<file path="src/hw/pipeCtrl_defs.svh">
`ifndef PIPE_CTRL_DEFS_SVH
`define PIPE_CTRL_DEFS_SVH

// ~~~~~~~~~~~~~~~~~~~~~~~~~~~~~~~~~~~~~~~~~~~~~~~~~~~~~~~~~~~~
// pipeline geometry
// ~~~~~~~~~~~~~~~~~~~~~~~~~~~~~~~~~~~~~~~~~~~~~~~~~~~~~~~~~~~~

// width of every program counter in the slice
`define PC_W 16

// stage registers between fetch and retire
// index 0 is decode, 1 is execute and the last one is memory
`define NUM_STAGES 3

// ~~~~~~~~~~~~~~~~~~~~~~~~~~~~~~~~~~~~~~~~~~~~~~~~~~~~~~~~~~~~
// redirect targets
// ~~~~~~~~~~~~~~~~~~~~~~~~~~~~~~~~~~~~~~~~~~~~~~~~~~~~~~~~~~~~

`define EXCP_VEC 16'h0100 // fetch restarts here after an exception

`endif
</file>
<file path="src/hw/pipeCtrlPkg.sv">
`include "pipeCtrl_defs.svh"

package pipeCtrlPkg;

    // one instruction as it travels down the pipe
    typedef struct packed {
        logic [`PC_W-1:0] pc;       // filled in by fetch
        logic             isBranch; // taken branch, resolved in memory
        logic             isExcp;   // raises an exception in memory
        logic [`PC_W-1:0] target;   // branch destination
        logic [7:0]       seq;      // fetch order number, filled in by fetch
    } instToken_t;

    // per-stage command from the hazard unit
    typedef struct packed {
        logic stall; // hold valid and payload
        logic flush; // load a bubble
    } stageCtl_t;

    // new fetch pc, applied on the next edge
    typedef struct packed {
        logic             valid;
        logic [`PC_W-1:0] pc;
    } redirect_t;

endpackage

</file>
<file path="src/hw/pipeCtrlTop.sv">
`timescale 1ns/1ps
`include "pipeCtrl_defs.svh"

module pipeCtrlTop (
    input  logic                    clk,
    input  logic                    arstN,
    output logic [`PC_W-1:0]        fetchPc,
    input  logic                    instValid,
    input  pipeCtrlPkg::instToken_t instWord,
    output logic                    retValid,
    output pipeCtrlPkg::instToken_t retTok,
    input  logic                    retReady
);
    import pipeCtrlPkg::*;

    logic [`NUM_STAGES:0]        stgValid; // index 0 is the fetch output
    instToken_t                  stgTok [`NUM_STAGES+1];
    stageCtl_t [`NUM_STAGES-1:0] stageCtl;
    stageCtl_t                   retireCtl;
    redirect_t                   redirect;
    instToken_t                  memTok;
    logic                        fetchStall;
    logic                        dWait;
    logic                        branchM;
    logic                        excpM;

    // memory stage is the last register of the loop
    assign memTok  = stgTok[`NUM_STAGES];
    assign branchM = stgValid[`NUM_STAGES] & memTok.isBranch;
    assign excpM   = stgValid[`NUM_STAGES] & memTok.isExcp;

    fetchUnit fetchUnit_i (
        .clk        (clk),
        .arstN      (arstN),
        .fetchPc    (fetchPc),
        .instValid  (instValid),
        .instWord   (instWord),
        .fetchStall (fetchStall),
        .redirect   (redirect),
        .fetchValid (stgValid[0]),
        .fetchTok   (stgTok[0])
    );

    // decode, execute and memory
    for (genvar k = 0; k < `NUM_STAGES; k++) begin : gStage
        stageReg #(
            .payloadT (instToken_t)
        ) stageReg_i (
            .clk      (clk),
            .arstN    (arstN),
            .ctl      (stageCtl[k]),
            .inValid  (stgValid[k]),
            .inData   (stgTok[k]),
            .outValid (stgValid[k+1]),
            .outData  (stgTok[k+1])
        );
    end

    hazardUnit hazardUnit_i (
        .clk        (clk),
        .arstN      (arstN),
        .instValid  (instValid),
        .dWait      (dWait),
        .branchM    (branchM),
        .excpM      (excpM),
        .memTok     (memTok),
        .stageCtl   (stageCtl),
        .fetchStall (fetchStall),
        .retireCtl  (retireCtl),
        .redirect   (redirect)
    );

    retireUnit retireUnit_i (
        .clk      (clk),
        .arstN    (arstN),
        .ctl      (retireCtl),
        .inValid  (stgValid[`NUM_STAGES]),
        .inTok    (memTok),
        .retValid (retValid),
        .retTok   (retTok),
        .retReady (retReady),
        .dWait    (dWait)
    );

endmodule

</file>
<file path="src/hw/retireUnit.sv">
`timescale 1ns/1ps

module retireUnit (
    input  logic                    clk,
    input  logic                    arstN,
    input  pipeCtrlPkg::stageCtl_t  ctl,
    input  logic                    inValid,
    input  pipeCtrlPkg::instToken_t inTok,
    output logic                    retValid,
    output pipeCtrlPkg::instToken_t retTok,
    input  logic                    retReady,
    output logic                    dWait
);

    // a held token the environment will not take blocks the whole pipe
    assign dWait = retValid & ~retReady;

    // ~~~~~~~~~~~~~~~~~~~~~~~~~~~~~~~~~~~~~~~~~~~~~~~~~~~~~~~~~~~~
    // writeback register
    // ~~~~~~~~~~~~~~~~~~~~~~~~~~~~~~~~~~~~~~~~~~~~~~~~~~~~~~~~~~~~

    // when not stalled the slot is either empty or being handed off,
    // so it always takes whatever memory offers
    always_ff @(posedge clk or negedge arstN) begin
        if (!arstN) begin
            retValid <= 1'b0;
        end else if (!ctl.stall) begin
            retValid <= inValid & ~ctl.flush; // an exception leaves a bubble
        end
    end

    always_ff @(posedge clk) begin
        if (!ctl.stall && !ctl.flush && inValid) begin
            retTok <= inTok;
        end
    end

    // the hazard unit must freeze retire while the output is blocked,
    // otherwise the presented token would change under the environment
    retireHeldUnderWait: assert property (
        @(posedge clk) disable iff (!arstN)
        dWait |-> ctl.stall ##1 (retValid && $stable(retTok))
    ) else $error("retired token changed during back-pressure");

endmodule

</file>
<file path="src/hw/hazardUnit.sv">
`timescale 1ns/1ps
`include "pipeCtrl_defs.svh"

module hazardUnit (
    input  logic                                       clk,
    input  logic                                       arstN,
    input  logic                                       instValid,
    input  logic                                       dWait,
    input  logic                                       branchM,
    input  logic                                       excpM,
    input  pipeCtrlPkg::instToken_t                    memTok,
    output pipeCtrlPkg::stageCtl_t [`NUM_STAGES-1:0] stageCtl,
    output logic                                       fetchStall,
    output pipeCtrlPkg::stageCtl_t                     retireCtl,
    output pipeCtrlPkg::redirect_t                     redirect
);
    import pipeCtrlPkg::*;

    localparam stageCtl_t STALL_CTL = '{stall: 1'b1, flush: 1'b0};
    localparam stageCtl_t FLUSH_CTL = '{stall: 1'b0, flush: 1'b1};

    logic redirectSeen; // a redirect went out last cycle

    // ~~~~~~~~~~~~~~~~~~~~~~~~~~~~~~~~~~~~~~~~~~~~~~~~~~~~~~~~~~~~
    // priority chain
    // ~~~~~~~~~~~~~~~~~~~~~~~~~~~~~~~~~~~~~~~~~~~~~~~~~~~~~~~~~~~~

    always_comb begin
        stageCtl   = '0;
        retireCtl  = '0;
        fetchStall = 1'b0;
        redirect   = '0;
        if (dWait) begin
            // retire is blocked so nothing may move, redirects wait in memory
            stageCtl   = {`NUM_STAGES{STALL_CTL}};
            retireCtl  = STALL_CTL;
            fetchStall = 1'b1;
        end else if (excpM) begin
            // every register loads a bubble, the excepting token included
            stageCtl  = {`NUM_STAGES{FLUSH_CTL}};
            retireCtl = FLUSH_CTL;
            redirect  = '{valid: 1'b1, pc: `EXCP_VEC};
        end else if (branchM) begin
            // decode and execute hold wrong-path tokens, so the registers
            // behind them load bubbles while the branch itself moves to retire
            stageCtl = {`NUM_STAGES{FLUSH_CTL}};
            redirect = '{valid: 1'b1, pc: memTok.target};
        end else if (!instValid) begin
            stageCtl[0] = FLUSH_CTL; // decode takes a bubble
            fetchStall  = 1'b1;      // pc stays put until the port answers
        end
    end

    always_ff @(posedge clk or negedge arstN) begin
        if (!arstN) begin
            redirectSeen <= 1'b0;
        end else begin
            redirectSeen <= redirect.valid;
        end
    end

    // ~~~~~~~~~~~~~~~~~~~~~~~~~~~~~~~~~~~~~~~~~~~~~~~~~~~~~~~~~~~~
    // checks
    // ~~~~~~~~~~~~~~~~~~~~~~~~~~~~~~~~~~~~~~~~~~~~~~~~~~~~~~~~~~~~

    // after a redirect the memory stage holds a bubble, so no second one follows
    noBackToBackRedirect: assert property (
        @(posedge clk) disable iff (!arstN)
        redirect.valid |-> !redirectSeen
    ) else $error("redirect on two consecutive cycles");

    // a redirect seen under back-pressure stays pending in memory
    deferredRedirect: assert property (
        @(posedge clk) disable iff (!arstN)
        dWait && (branchM || excpM) |-> !redirect.valid ##1 (branchM || excpM)
    ) else $error("redirect lost or taken during data wait");

endmodule

</file>
<file path="src/hw/stageReg.sv">
`timescale 1ns/1ps

module stageReg #(
    parameter type payloadT = logic
) (
    input  logic                   clk,
    input  logic                   arstN,
    input  pipeCtrlPkg::stageCtl_t ctl,
    input  logic                   inValid,
    input  payloadT                inData,
    output logic                   outValid,
    output payloadT                outData
);

    // the valid bit is the only control state of a stage
    always_ff @(posedge clk or negedge arstN) begin
        if (!arstN) begin
            outValid <= 1'b0;
        end else if (ctl.stall) begin
            outValid <= outValid; // frozen with its payload
        end else if (ctl.flush) begin
            outValid <= 1'b0; // bubble
        end else begin
            outValid <= inValid;
        end
    end

    // payload only moves when a real token comes in
    always_ff @(posedge clk) begin
        if (!ctl.stall && !ctl.flush && inValid) begin
            outData <= inData;
        end
    end

    // the hazard unit picks exactly one action per stage
    stallFlushExclusive: assert property (
        @(posedge clk) disable iff (!arstN)
        !(ctl.stall && ctl.flush)
    ) else $error("stage got stall and flush together");

endmodule

</file>
<file path="src/hw/fetchUnit.sv">
`timescale 1ns/1ps
`include "pipeCtrl_defs.svh"

module fetchUnit (
    input  logic                    clk,
    input  logic                    arstN,
    output logic [`PC_W-1:0]        fetchPc,
    input  logic                    instValid,
    input  pipeCtrlPkg::instToken_t instWord,
    input  logic                    fetchStall,
    input  pipeCtrlPkg::redirect_t  redirect,
    output logic                    fetchValid,
    output pipeCtrlPkg::instToken_t fetchTok
);

    logic [`PC_W-1:0] pcReg;
    logic [7:0]       seqCnt;

    // the instruction port answers combinationally on this pc
    assign fetchPc = pcReg;

    // a token leaves fetch only when the port has one and nothing holds us
    assign fetchValid = instValid & ~fetchStall;

    // ~~~~~~~~~~~~~~~~~~~~~~~~~~~~~~~~~~~~~~~~~~~~~~~~~~~~~~~~~~~~
    // token forming
    // ~~~~~~~~~~~~~~~~~~~~~~~~~~~~~~~~~~~~~~~~~~~~~~~~~~~~~~~~~~~~

    always_comb begin
        fetchTok     = instWord; // branch and exception flags come from memory
        fetchTok.pc  = pcReg;
        fetchTok.seq = seqCnt;
    end

    // ~~~~~~~~~~~~~~~~~~~~~~~~~~~~~~~~~~~~~~~~~~~~~~~~~~~~~~~~~~~~
    // pc and sequence counter
    // ~~~~~~~~~~~~~~~~~~~~~~~~~~~~~~~~~~~~~~~~~~~~~~~~~~~~~~~~~~~~

    always_ff @(posedge clk or negedge arstN) begin
        if (!arstN) begin
            pcReg  <= '0;
            seqCnt <= '0;
        end else if (redirect.valid) begin
            // the token fetched this cycle is wrong path and gets flushed,
            // so its sequence number is handed to the first target token
            pcReg <= redirect.pc;
        end else if (fetchValid) begin
            pcReg  <= pcReg + 1'b1;
            seqCnt <= seqCnt + 1'b1;
        end
    end

endmodule

</file>
<file path="config.mk">
export PLATFORM = sky130hd
export DESIGN_NAME = pipeCtrlTop
export DESIGN_NICKNAME = d
export VERILOG_FILES = /design/src/hw/pipeCtrlPkg.sv /design/src/hw/pipeCtrlTop.sv /design/src/hw/retireUnit.sv /design/src/hw/hazardUnit.sv /design/src/hw/stageReg.sv /design/src/hw/fetchUnit.sv
export VERILOG_INCLUDE_DIRS = /design/src /design/src/hw
export SDC_FILE = /design/constraint.sdc
export NUM_CORES = 1
export LEC_CHECK = 0
export ABC_CLOCK_PERIOD_IN_PS = 5060
export BUFFER_PORTS_ARGS = -buffer_cell sky130_fd_sc_hd__buf_2
export CORE_MARGIN = 4
export CORE_UTILIZATION = 40
export CTS_BUF_LIST = sky130_fd_sc_hd__clkbuf_16
export CTS_CLUSTER_DIAMETER = 60
export DETAILED_ROUTE_END_ITERATION = 8
export SLEW_MARGIN = 20
export SYNTH_ARGS = -nofsm -noshare
export SYNTH_HDL_FRONTEND = slang
export SYNTH_HIERARCHICAL = 1
export SYNTH_SLANG_ARGS = --single-unit
</file>
<file path="constraint.sdc">
create_clock -name clk -period 5.06 [get_ports clk]
set_input_delay 0 -clock clk [delete_from_list [all_inputs] [get_ports clk]]
set_output_delay 0 -clock clk [all_outputs]
set_load 0.01 [all_outputs]
</file>
; Word-level counts from Yosys, hierarchy flattened
; Cells that the tools add are included.
[classes]
add_sub_neg = 2
n_reduce_logical = 18
muxes = 19
bitwise = 9
[op_table]
columns = operator, count
row1 = 17-bit two-way mux, 3
row2 = 16-bit two-way mux, 2
row3 = "16-bit by 1-bit adder with 16-bit output, second input constant", 1
row4 = 6-bit two-way mux, 2
row5 = 1-bit two-way mux, 9
row6 = "8-bit by 1-bit adder with 8-bit output, second input constant", 1
row7 = 1-bit logical AND, 8
row8 = 1-bit zero test, 8
row9 = 1-bit AND, 5
row10 = 2-bit two-way mux, 2
row11 = 1-bit inverter, 4
row12 = 3-bit two-way mux, 1
row13 = 2-bit AND reduction, 1
row14 = 2-bit nonzero test, 1
[word_totals]
elab_cells = 74
inputBits = 46
reg_bits = 196
output_inout_bits = 59

; Longest topological paths before layout
; Gate-level depths: netlist (run 1).
[depth]
word_depth = 8
mapped_depth = 8
mapped_depth_nobuf = 7

; By module
; The synthesis (run 1) kept the hierarchy.
[by_module_without_submodules]
columns = mod, area_per_inst_um2, instances, cells_each, seq_area_each_um2
row1 = stageReg, 1306.3, 3, 45, 1286.2
row2 = fetchUnit, 1495.2, 1, 157, 600.6
row3 = retireUnit, 1312.5, 1, 46, 1286.2
row4 = hazardUnit, 207.7, 1, 31, 0.0
row5 = pipeCtrlTop, 12.5, 1, 2, 0.0

; Worst setup path before layout (run 1)
; OpenSTA, ideal clock, no wires.
[synth_timing]
path_kind = reg2reg
startpoint = register retireUnit_i.retValid
endpoint = register gStage[1].stageReg_i/outData[0] (netlist bit), enable pin
path_stages_with_launch = 5
setup_ns = 0.436
setup_slack_ns = 1.631
synth_period_minus_slack_ns = 3.429
required_ns = 4.624
t_arrival_ns = 2.993
path_buffers = 1
path_cell_list = dfrtp_1 nor2b_1 nor2_1 buf_4 nor3b_2
[synth_rtl]
columns = item, line_no
row1 = from (decl), retireUnit.sv:9  ; output logic retValid,
row2 = from (signal assigned), retireUnit.sv:28  ; retValid <= inValid & ~ctl.flush;
row3 = to (signal assigned), stageReg.sv:31  ; outData <= inData;
row4 = to (decl), stageReg.sv:12  ; output payloadT outData

; Final worst setup path (run 1)
[layout_timing]
startpoint = register retireUnit_i.retValid
endpoint = register gStage[0].stageReg_i/outData[28] (netlist bit), enable pin
[layout_between]
elab_chain_cells = 5
elab_cells_between_ends = 9
classes_between = mux: 2 / bitwise: 3 / reduce/logical: 4
[layout_lines]
columns = item, line_no
row1 = 1-bit AND, retireUnit.sv:16  ; assign dWait = retValid & ~retReady;
row2 = net dWait, pipeCtrlTop.sv:23  ; logic dWait;
row3 = 1-bit two-way mux, hazardUnit.sv:33  ; if (dWait) begin
row4 = net fetchStall, pipeCtrlTop.sv:22  ; logic fetchStall;
row5 = 1-bit inverter, fetchUnit.sv:23  ; assign fetchValid = instValid & ~fetchStall;
row6 = 1-bit AND, fetchUnit.sv:23
row7 = net stgValid[0], pipeCtrlTop.sv:16  ; logic [`NUM_STAGES:0] stgValid;
row8 = 1-bit logical AND, stageReg.sv:30  ; if (!ctl.stall && !ctl.flush && inValid) begin
row9 = to (signal assigned), stageReg.sv:31
row10 = to (decl), stageReg.sv:12
; The timed path passes the listed nets, and every way through them passes these cells.
; A chain may end at the register's enable or synchronous reset.

==> reports/metrics.csv, run 1 <==
stage,metric,value,unit
run_status,status,finished clean,
drt,antenna_left,0,
run,cap_violations,0,
logic_synthesis,syn_inst,371,
timing,clock-skew-final,0.00621,ns
logic_synthesis,synthSimpleGateAreaFrac,7.40,%
cts,cts_max_level,4,
setup_path,cp.required,5.16,ns
timing,max_slew_margin,29.3,%
power_and_ir_drop,ir_drop,226,uV
global_route,grt_usage,10.8,%
die,die_w,140,um
logic_synthesis,synth-compound-area-share,1.95,%
drt,first_iter_violations,122,
cts,cts_resized,0,
power_and_ir_drop,p_leak,0.00298,uW
logic_synthesis,synth-xor-area-share,2.40,%
drt,drc,0,
die,dieArea,19500,sq um
finish,final_util,48.4,%
timing,slew_violations,0,
timing,timing.final.crit_share,60.8,%
cts,clockRootBuffer,clkbuf_16,
worst_hold_path,hold_path_class,input port to register,
global_route,overflow,0,
cts,cts_tree,built,
logic_synthesis,synth_nets,419,
placement,io_buffers,80,
setup_path,critPathMaxFanout,24,
cts,clk_latency,0.42,ns
setup_path,critPathLaunchType,register,
logic_synthesis,muxShareOfSynthArea,0.306,%
power_and_ir_drop,power.density,477,nW/um^2
logic_synthesis,synth_top_family_by_area,simple AND/OR/NAND/NOR gates,
die,coreArea,16800,sq um
die,dieHeight,140,um
die,ios,105,
cts,cts_buffer_depth,2,
finish,area_growth,17.1,%
logic_synthesis,ys_seq_area_share,82.7,%
power_and_ir_drop,total_power,3880,uW
logic_synthesis,syn-cell-area,6950,sq um
finish,finalNetCount,497,
timing,rsz0062_at_grt,no,
finish,diodes,0,
drt,viasPerCell,4.44,
global_route,grt_pass1_wl,16.1,mm
cts,holdBufCountCts,19,
drt,vias,3029,
finish,final_layout_size_suffix_gt1_share,27.9,%
die,start_util,41.3,%
timing,hold-worst-slack,0.0843,ns
cts,clkSinkCount,196,
logic_synthesis,synth_seq_cells,196,
timing,fmax,325,MHz
logic_synthesis,ys_warn_count,6,
cts,cts_made_buffers,17,
setup_path,end_kind,register,
placement,place_ws,1.94,ns
finish,fillers,1451,
global_route,antenna_found_initial,0,
global_route,grt_pass1_vias,3075,
drt,routed_wl,9.89,mm
global_route,grt_max_degree,34,
setup_path,path_class,register to register,
die,rows,47,
logic_synthesis,synth.distinct_cells,37,
placement,dpl.hpwl,6.65,mm
placement,place.gp.congestion,0.815,
cts,post-cts-setup-buffers,0,
logic_synthesis,synth_area_per_cell,18.7,sq um
setup_path,arrival,3.17,ns
drt,drt_first_pass_iters,4,
cts,cts.clk_slew.worst_paths,0.07,ns
logic_synthesis,synthAdderAreaFrac,0.360,%
drt,wl_per_cell,14.5,um
timing,fin_crit,3.08,ns
timing,hold_viol_final,0,
timing,setup_viol,0,
timing,fin_tns_setup,0,ns
timing,worst_pin_slew,1.06,ns
timing,postLayoutSetupSlackWorst,1.98,ns
## critical path, cell delays in order, from the launching register on
cell	delay, ns
dfrtp_1	0.40
nor2b_1	0.13
buf_4	0.20
or2_2	0.35
nor2b_1	0.29
nor3b_4	0.93
buf_4	0.45
## final timing paths
path | end | depth (start not counted) | slack [ns] | startpoint
worst max-delay path | gStage[0].stageReg_i/outData[28] | 6 | 1.98 | retireUnit_i/retValid
worst min-delay path | gStage[1].stageReg_i/outValid | 4 | 0.08 | retReady
worst max register to register | gStage[0].stageReg_i/outData[28] | 6 | 1.98 | retireUnit_i/retValid
worst min register to register | gStage[2].stageReg_i/outData[4] | 0 | 0.42 | gStage[1].stageReg_i/outData[4]
max in group asynchronous | fetchUnit_i/seqCnt[6] | 2 | 4.48 | arstN
min in group asynchronous | gStage[0].stageReg_i/outValid | 2 | 0.14 | arstN
## cell type report
class | instances | area, sq um | share of cell area [%]
Tap cell | 220 | 275 | 3.38
Clock inverter | 15 | 159 | 1.95
Sequential cell | 196 | 5750 | 70.6
Multi-Input combinational cell | 128 | 890 | 10.9
Timing Repair Buffer | 105 | 636 | 7.81
Inverter | 1 | 3.75 | 0.0461
Clock buffer | 17 | 425 | 5.23
## routing by layer
| layer | global-route usage, % | vias to the layer above | share of wire, % |
|---|---|---|---|
| met4 | 6.48 | 0 | 3.9 |
| met5 | 0 | - | 0 |
| li1 | - | 1493 | - |
| met2 | 17.2 | 89 | 49 |
| met1 | 12.5 | 1426 | 41 |
| met3 | 3.67 | 21 | 5.3 |
## synthesized netlist by cell type (all sizes together)
master,number,share of area (%)
and3b,1,0.13
a21o,4,0.43
o21ai,15,1.1
a22oi,1,0.11
nand4,8,0.81
or3,2,0.18
nor2b,4,0.36
or2,1,0.090
a21oi,2,0.14
inv,1,0.054
mux2,1,0.16
and4b,2,0.29
xor2,12,1.5
and4,3,0.41
buf,43,4.7
a31oi,2,0.18
nor2,5,0.27
nor3b,6,1.2
mux2i,1,0.14
edfxtp,168,73
and2,19,1.7
xnor2,7,0.88
clkbuf,3,0.16
and3,2,0.18
nand3,8,0.65
ha,2,0.36
or4,1,0.11
nor3,1,0.072
dfrtp,28,10
nand2,18,0.97
## placed cells by master (no fill, tap or decap), drive strengths merged, types with 12 or more instances in the layout
cell type    count
nand2           18
xor2            12
dlygate4sd3     19
inv             12
dfrtp           28
clkbuf          17
and2            19
o21ai           15
buf             86
edfxtp         168
## stage by stage
step | cells | instance area (sq um)
CTS | 682 | 8130
global route | 682 | 8130
floorplan | 371 | 6950
detailed placement | 631 | 7360
global placement | 631 | 7360
finish | 682 | 8130
## where the power goes
part	total (uW)	internal [uW]	switching, uW	leakage (uW)
combinational	415	155	260	0.000789
sequential	2160	2040	121	0.00190
clock	1300	703	601	0.000290
## sequential cells by signal, summed over array words and instances, names as in the netlist
signal / count
gStage.stageReg_i/outValid: 3
fetchUnit_i/seqCnt: 8
retireUnit_i/retValid: 1
gStage.stageReg_i/outData: 126
retireUnit_i/retTok: 42
fetchUnit_i/fetchPc: 16
## cells by family (layout without fill, tap and decap cells)
logic type               after synthesis  after routing
flip-flops                           196            196
AND/OR/NAND/NOR                       81             81
buffers and inverters                 47            138
AO/OA/AOI/OAI                         24             24
XOR/XNOR                              19             19
adder cells (fa/ha/maj)                2              2
multiplexers                           2              2
Power figures use the tool's default switching activity.
==> inputs of run 2 (changes only) <==
--- a/config.mk
+++ b/config.mk
@@ -6,7 +6,8 @@
 export SDC_FILE = /design/constraint.sdc
 export NUM_CORES = 1
 export LEC_CHECK = 0
-export ABC_CLOCK_PERIOD_IN_PS = 5060
+export ABC_AREA = 1
+export ABC_CLOCK_PERIOD_IN_PS = 2550
 export BUFFER_PORTS_ARGS = -buffer_cell sky130_fd_sc_hd__buf_2
 export CORE_MARGIN = 4
 export CORE_UTILIZATION = 40
==> constraint.sdc (replaced) <==
create_clock -name clk -period 2.55 [get_ports clk]
set_input_delay 0 -clock clk [delete_from_list [all_inputs] [get_ports clk]]
set_output_delay 0 -clock clk [all_outputs]
set_load 0.01 [all_outputs]
==> run 2 against run 1 <==
  * Via count rose by 19%
  * Worst hold slack got worse by 0.0014 ns
  * Worst setup slack got worse by 1.4 ns
  * First-iteration DRC count rose by 23%
  * Area after synthesis rose by 5.7%
  * Global-route usage rose by 0.64 points
  * Synthesized cell count rose by 33%
==> reports/metrics.csv, run 2 <==
stage,metric,value,unit
run_status,status,finished clean,
cts,cts_made_buffers,17,
cts,cts_buffer_depth,2,
timing,worst_pin_slew,0.683,ns
timing,timing.final.crit_share,78.5,%
setup_path,path_class,register to register,
finish,area_growth,16.1,%
drt,vias,3618,
logic_synthesis,syn_inst,492,
logic_synthesis,ys_warn_count,6,
global_route,grt_usage,11.4,%
die,dieArea,20600,sq um
logic_synthesis,ys_seq_area_share,78.2,%
drt,first_iter_violations,150,
power_and_ir_drop,power.density,924,nW/um^2
finish,largest_register_ffs,126,
setup_path,end_kind,register,
timing,clock-skew-final,0.00804,ns
finish,register_area,5750,sq um
global_route,grt_pass1_wl,18.0,mm
finish,finalNetCount,621,
global_route,overflow,0,
die,ios,105,
cts,post-cts-setup-buffers,0,
cts,clk_latency,0.43,ns
power_and_ir_drop,p_leak,0.00326,uW
timing,hold_viol_final,0,
logic_synthesis,synth_nets,540,
finish,layout_common_cells,"168 x edfxtp_1, 113 x nand2_1, 80 x buf_2",
logic_synthesis,netlist_top_cells_area,"edfxtp_1 69%, dfrtp_1 9.5%, nand2_1 5.8%",
finish,fillers,1574,
die,start_util,40.8,%
finish,multi_input_area,1070,sq um
finish,top_register,gStage.stageReg_i/outData,
placement,io_buffers,80,
timing,postLayoutSetupSlackWorst,0.549,ns
logic_synthesis,ys_async_sr_fraction,14.3,%
global_route,grt_max_degree,29,
die,rows,49,
finish,final_util,47.3,%
drt,drc,0,
setup_path,cp.required,2.86,ns
cts,holdBufCountCts,20,
logic_synthesis,synth_largest_area_cell,edfxtp_1,
drt,viasPerCell,4.44,
global_route,grt_pass1_vias,3671,
timing,fin_tns_setup,0,ns
logic_synthesis,synth.distinct_cells,27,
placement,dpl.hpwl,7.69,mm
worst_hold_path,hp-start,retReady,
setup_path,startpoint,gStage[2].stageReg_i/outValid,
finish,diodes,0,
die,coreArea,18000,sq um
cts,cts_max_level,4,
worst_hold_path,hold_path_class,input port to register,
run,cap_violations,0,
logic_synthesis,synth_flop_cell,edfxtp_1,
finish,final_layout_size_suffix_gt1_share,25.3,%
logic_synthesis,synth_seq_cells,196,
timing,max_slew_margin,54.5,%
timing,slew_violations,0,
cts,clkSinkCount,196,
die,dieHeight,144,um
drt,drt_first_pass_iters,4,
placement,place_ws,0.538,ns
logic_synthesis,synth_common_cells,"168 x edfxtp_1, 113 x nand2_1, 41 x buf_4",
drt,routed_wl,11.0,mm
cts,cts_resized,0,
setup_path,arrival,2.31,ns
logic_synthesis,synth_area_per_cell,14.9,sq um
timing,fmax,500,MHz
setup_path,reg2reg_from,gStage[2].stageReg_i/outValid,
logic_synthesis,syn-cell-area,7350,sq um
cts,cts.clk_slew.worst_paths,0.07,ns
logic_synthesis,synth_top_area_share,68.7,%
global_route,antenna_found_initial,0,
logic_synthesis,synth_most_common_cell,edfxtp_1,
finish,mostFrequentLayoutCell,edfxtp_1,
setup_path,critPathMaxFanout,18,
timing,setup_viol,0,
timing,fin_crit,2.00,ns
power_and_ir_drop,ir_drop,529,uV
cts,clockRootBuffer,clkbuf_16,
cts,cts_tree,built,
logic_synthesis,synth_edf_count,168,
timing,rsz0062_at_grt,no,
placement,place.gp.congestion,0.816,
drt,antenna_left,0,
drt,wl_per_cell,13.5,um
setup_path,critPathLaunchType,register,
die,die_w,144,um
-- run 2: changes by cell type in the layout (fill, tap and decap cells not counted), moves of 7 or more --
cell,change
nand2_1,+95
nand3_1,+9
and2_1,-19
o21ai_1,-7
nor2_1,+17
nor3_2,+11
inv_1,+28
-- run 2: critical path: stages (launching register included) --
cell	delay, ns
dfrtp_1	0.39
nand2_1	0.07
inv_1	0.14
nand2_1	0.11
nand2_1	0.09
buf_4	0.22
inv_2	0.08
nand2_2	0.26
inv_1	0.28
nand3_1	0.16
nand3_1	0.07
-- run 2: final cells by class --
| cell class | instances | area share [%] |
|---|---|---|
| clock buffers | 17 | 4.99 |
| clock inverters | 15 | 2.07 |
| inverters | 34 | 1.58 |
| multi-input cells | 212 | 12.6 |
| flip-flops and latches | 196 | 67.4 |
| well taps | 229 | 3.36 |
| repair buffers | 112 | 8.10 |
-- run 2: where the power goes --
group	switching, uW	internal [uW]	total [uW]	leakage [uW]
combinational	635	344	979	0.00106
sequential	280	4030	4310	0.00191
clock	1270	1330	2600	0.000287
-- run 2: logic make-up after synthesis --
kind of cell	Yosys count	share of synthesized area, %
AO/OA/AOI/OAI	18	1.50
buffers and inverters	84	7.24
XOR/XNOR	13	1.55
adder cells (fa/ha/maj)	2	0.341
AND/OR/NAND/NOR	179	11.2
flip-flops	196	78.2
-- run 2: per-stage QoR --
stage	std cells	hold WS, ns	power [uW]	cell area (sq um)
global route	815	0.102	8270	8530
CTS	815	0.0722	7990	8530
global placement	763	0.0699	5300	7730
detailed placement	763	0.0823	5350	7730
finish	815	0.0830	7880	8530
floorplan	492	-0.296	5080	7350
-- run 2: worst paths after layout --
kind / endpoint / slack, ns / cells past startpoint
max: fetchUnit_i/fetchPc[12] / 0.55 / 10
min: gStage[2].stageReg_i/outValid / 0.08 / 5
max reg2reg: fetchUnit_i/fetchPc[12] / 0.55 / 10
min reg2reg: gStage[2].stageReg_i/outData[9] / 0.42 / 0
max in group asynchronous: gStage[1].stageReg_i/outValid / 1.96 / 2
min in group asynchronous: fetchUnit_i/seqCnt[2] / 0.14 / 2
-- run 2: layer usage --
metal	wire [um]	vias to the layer above	track usage, %
met5	0	-	0
met3	620	16	3.36
met2	5500	89	19.1
met4	197	0	5.45
li1	-	1820	-
met1	4700	1693	13.5
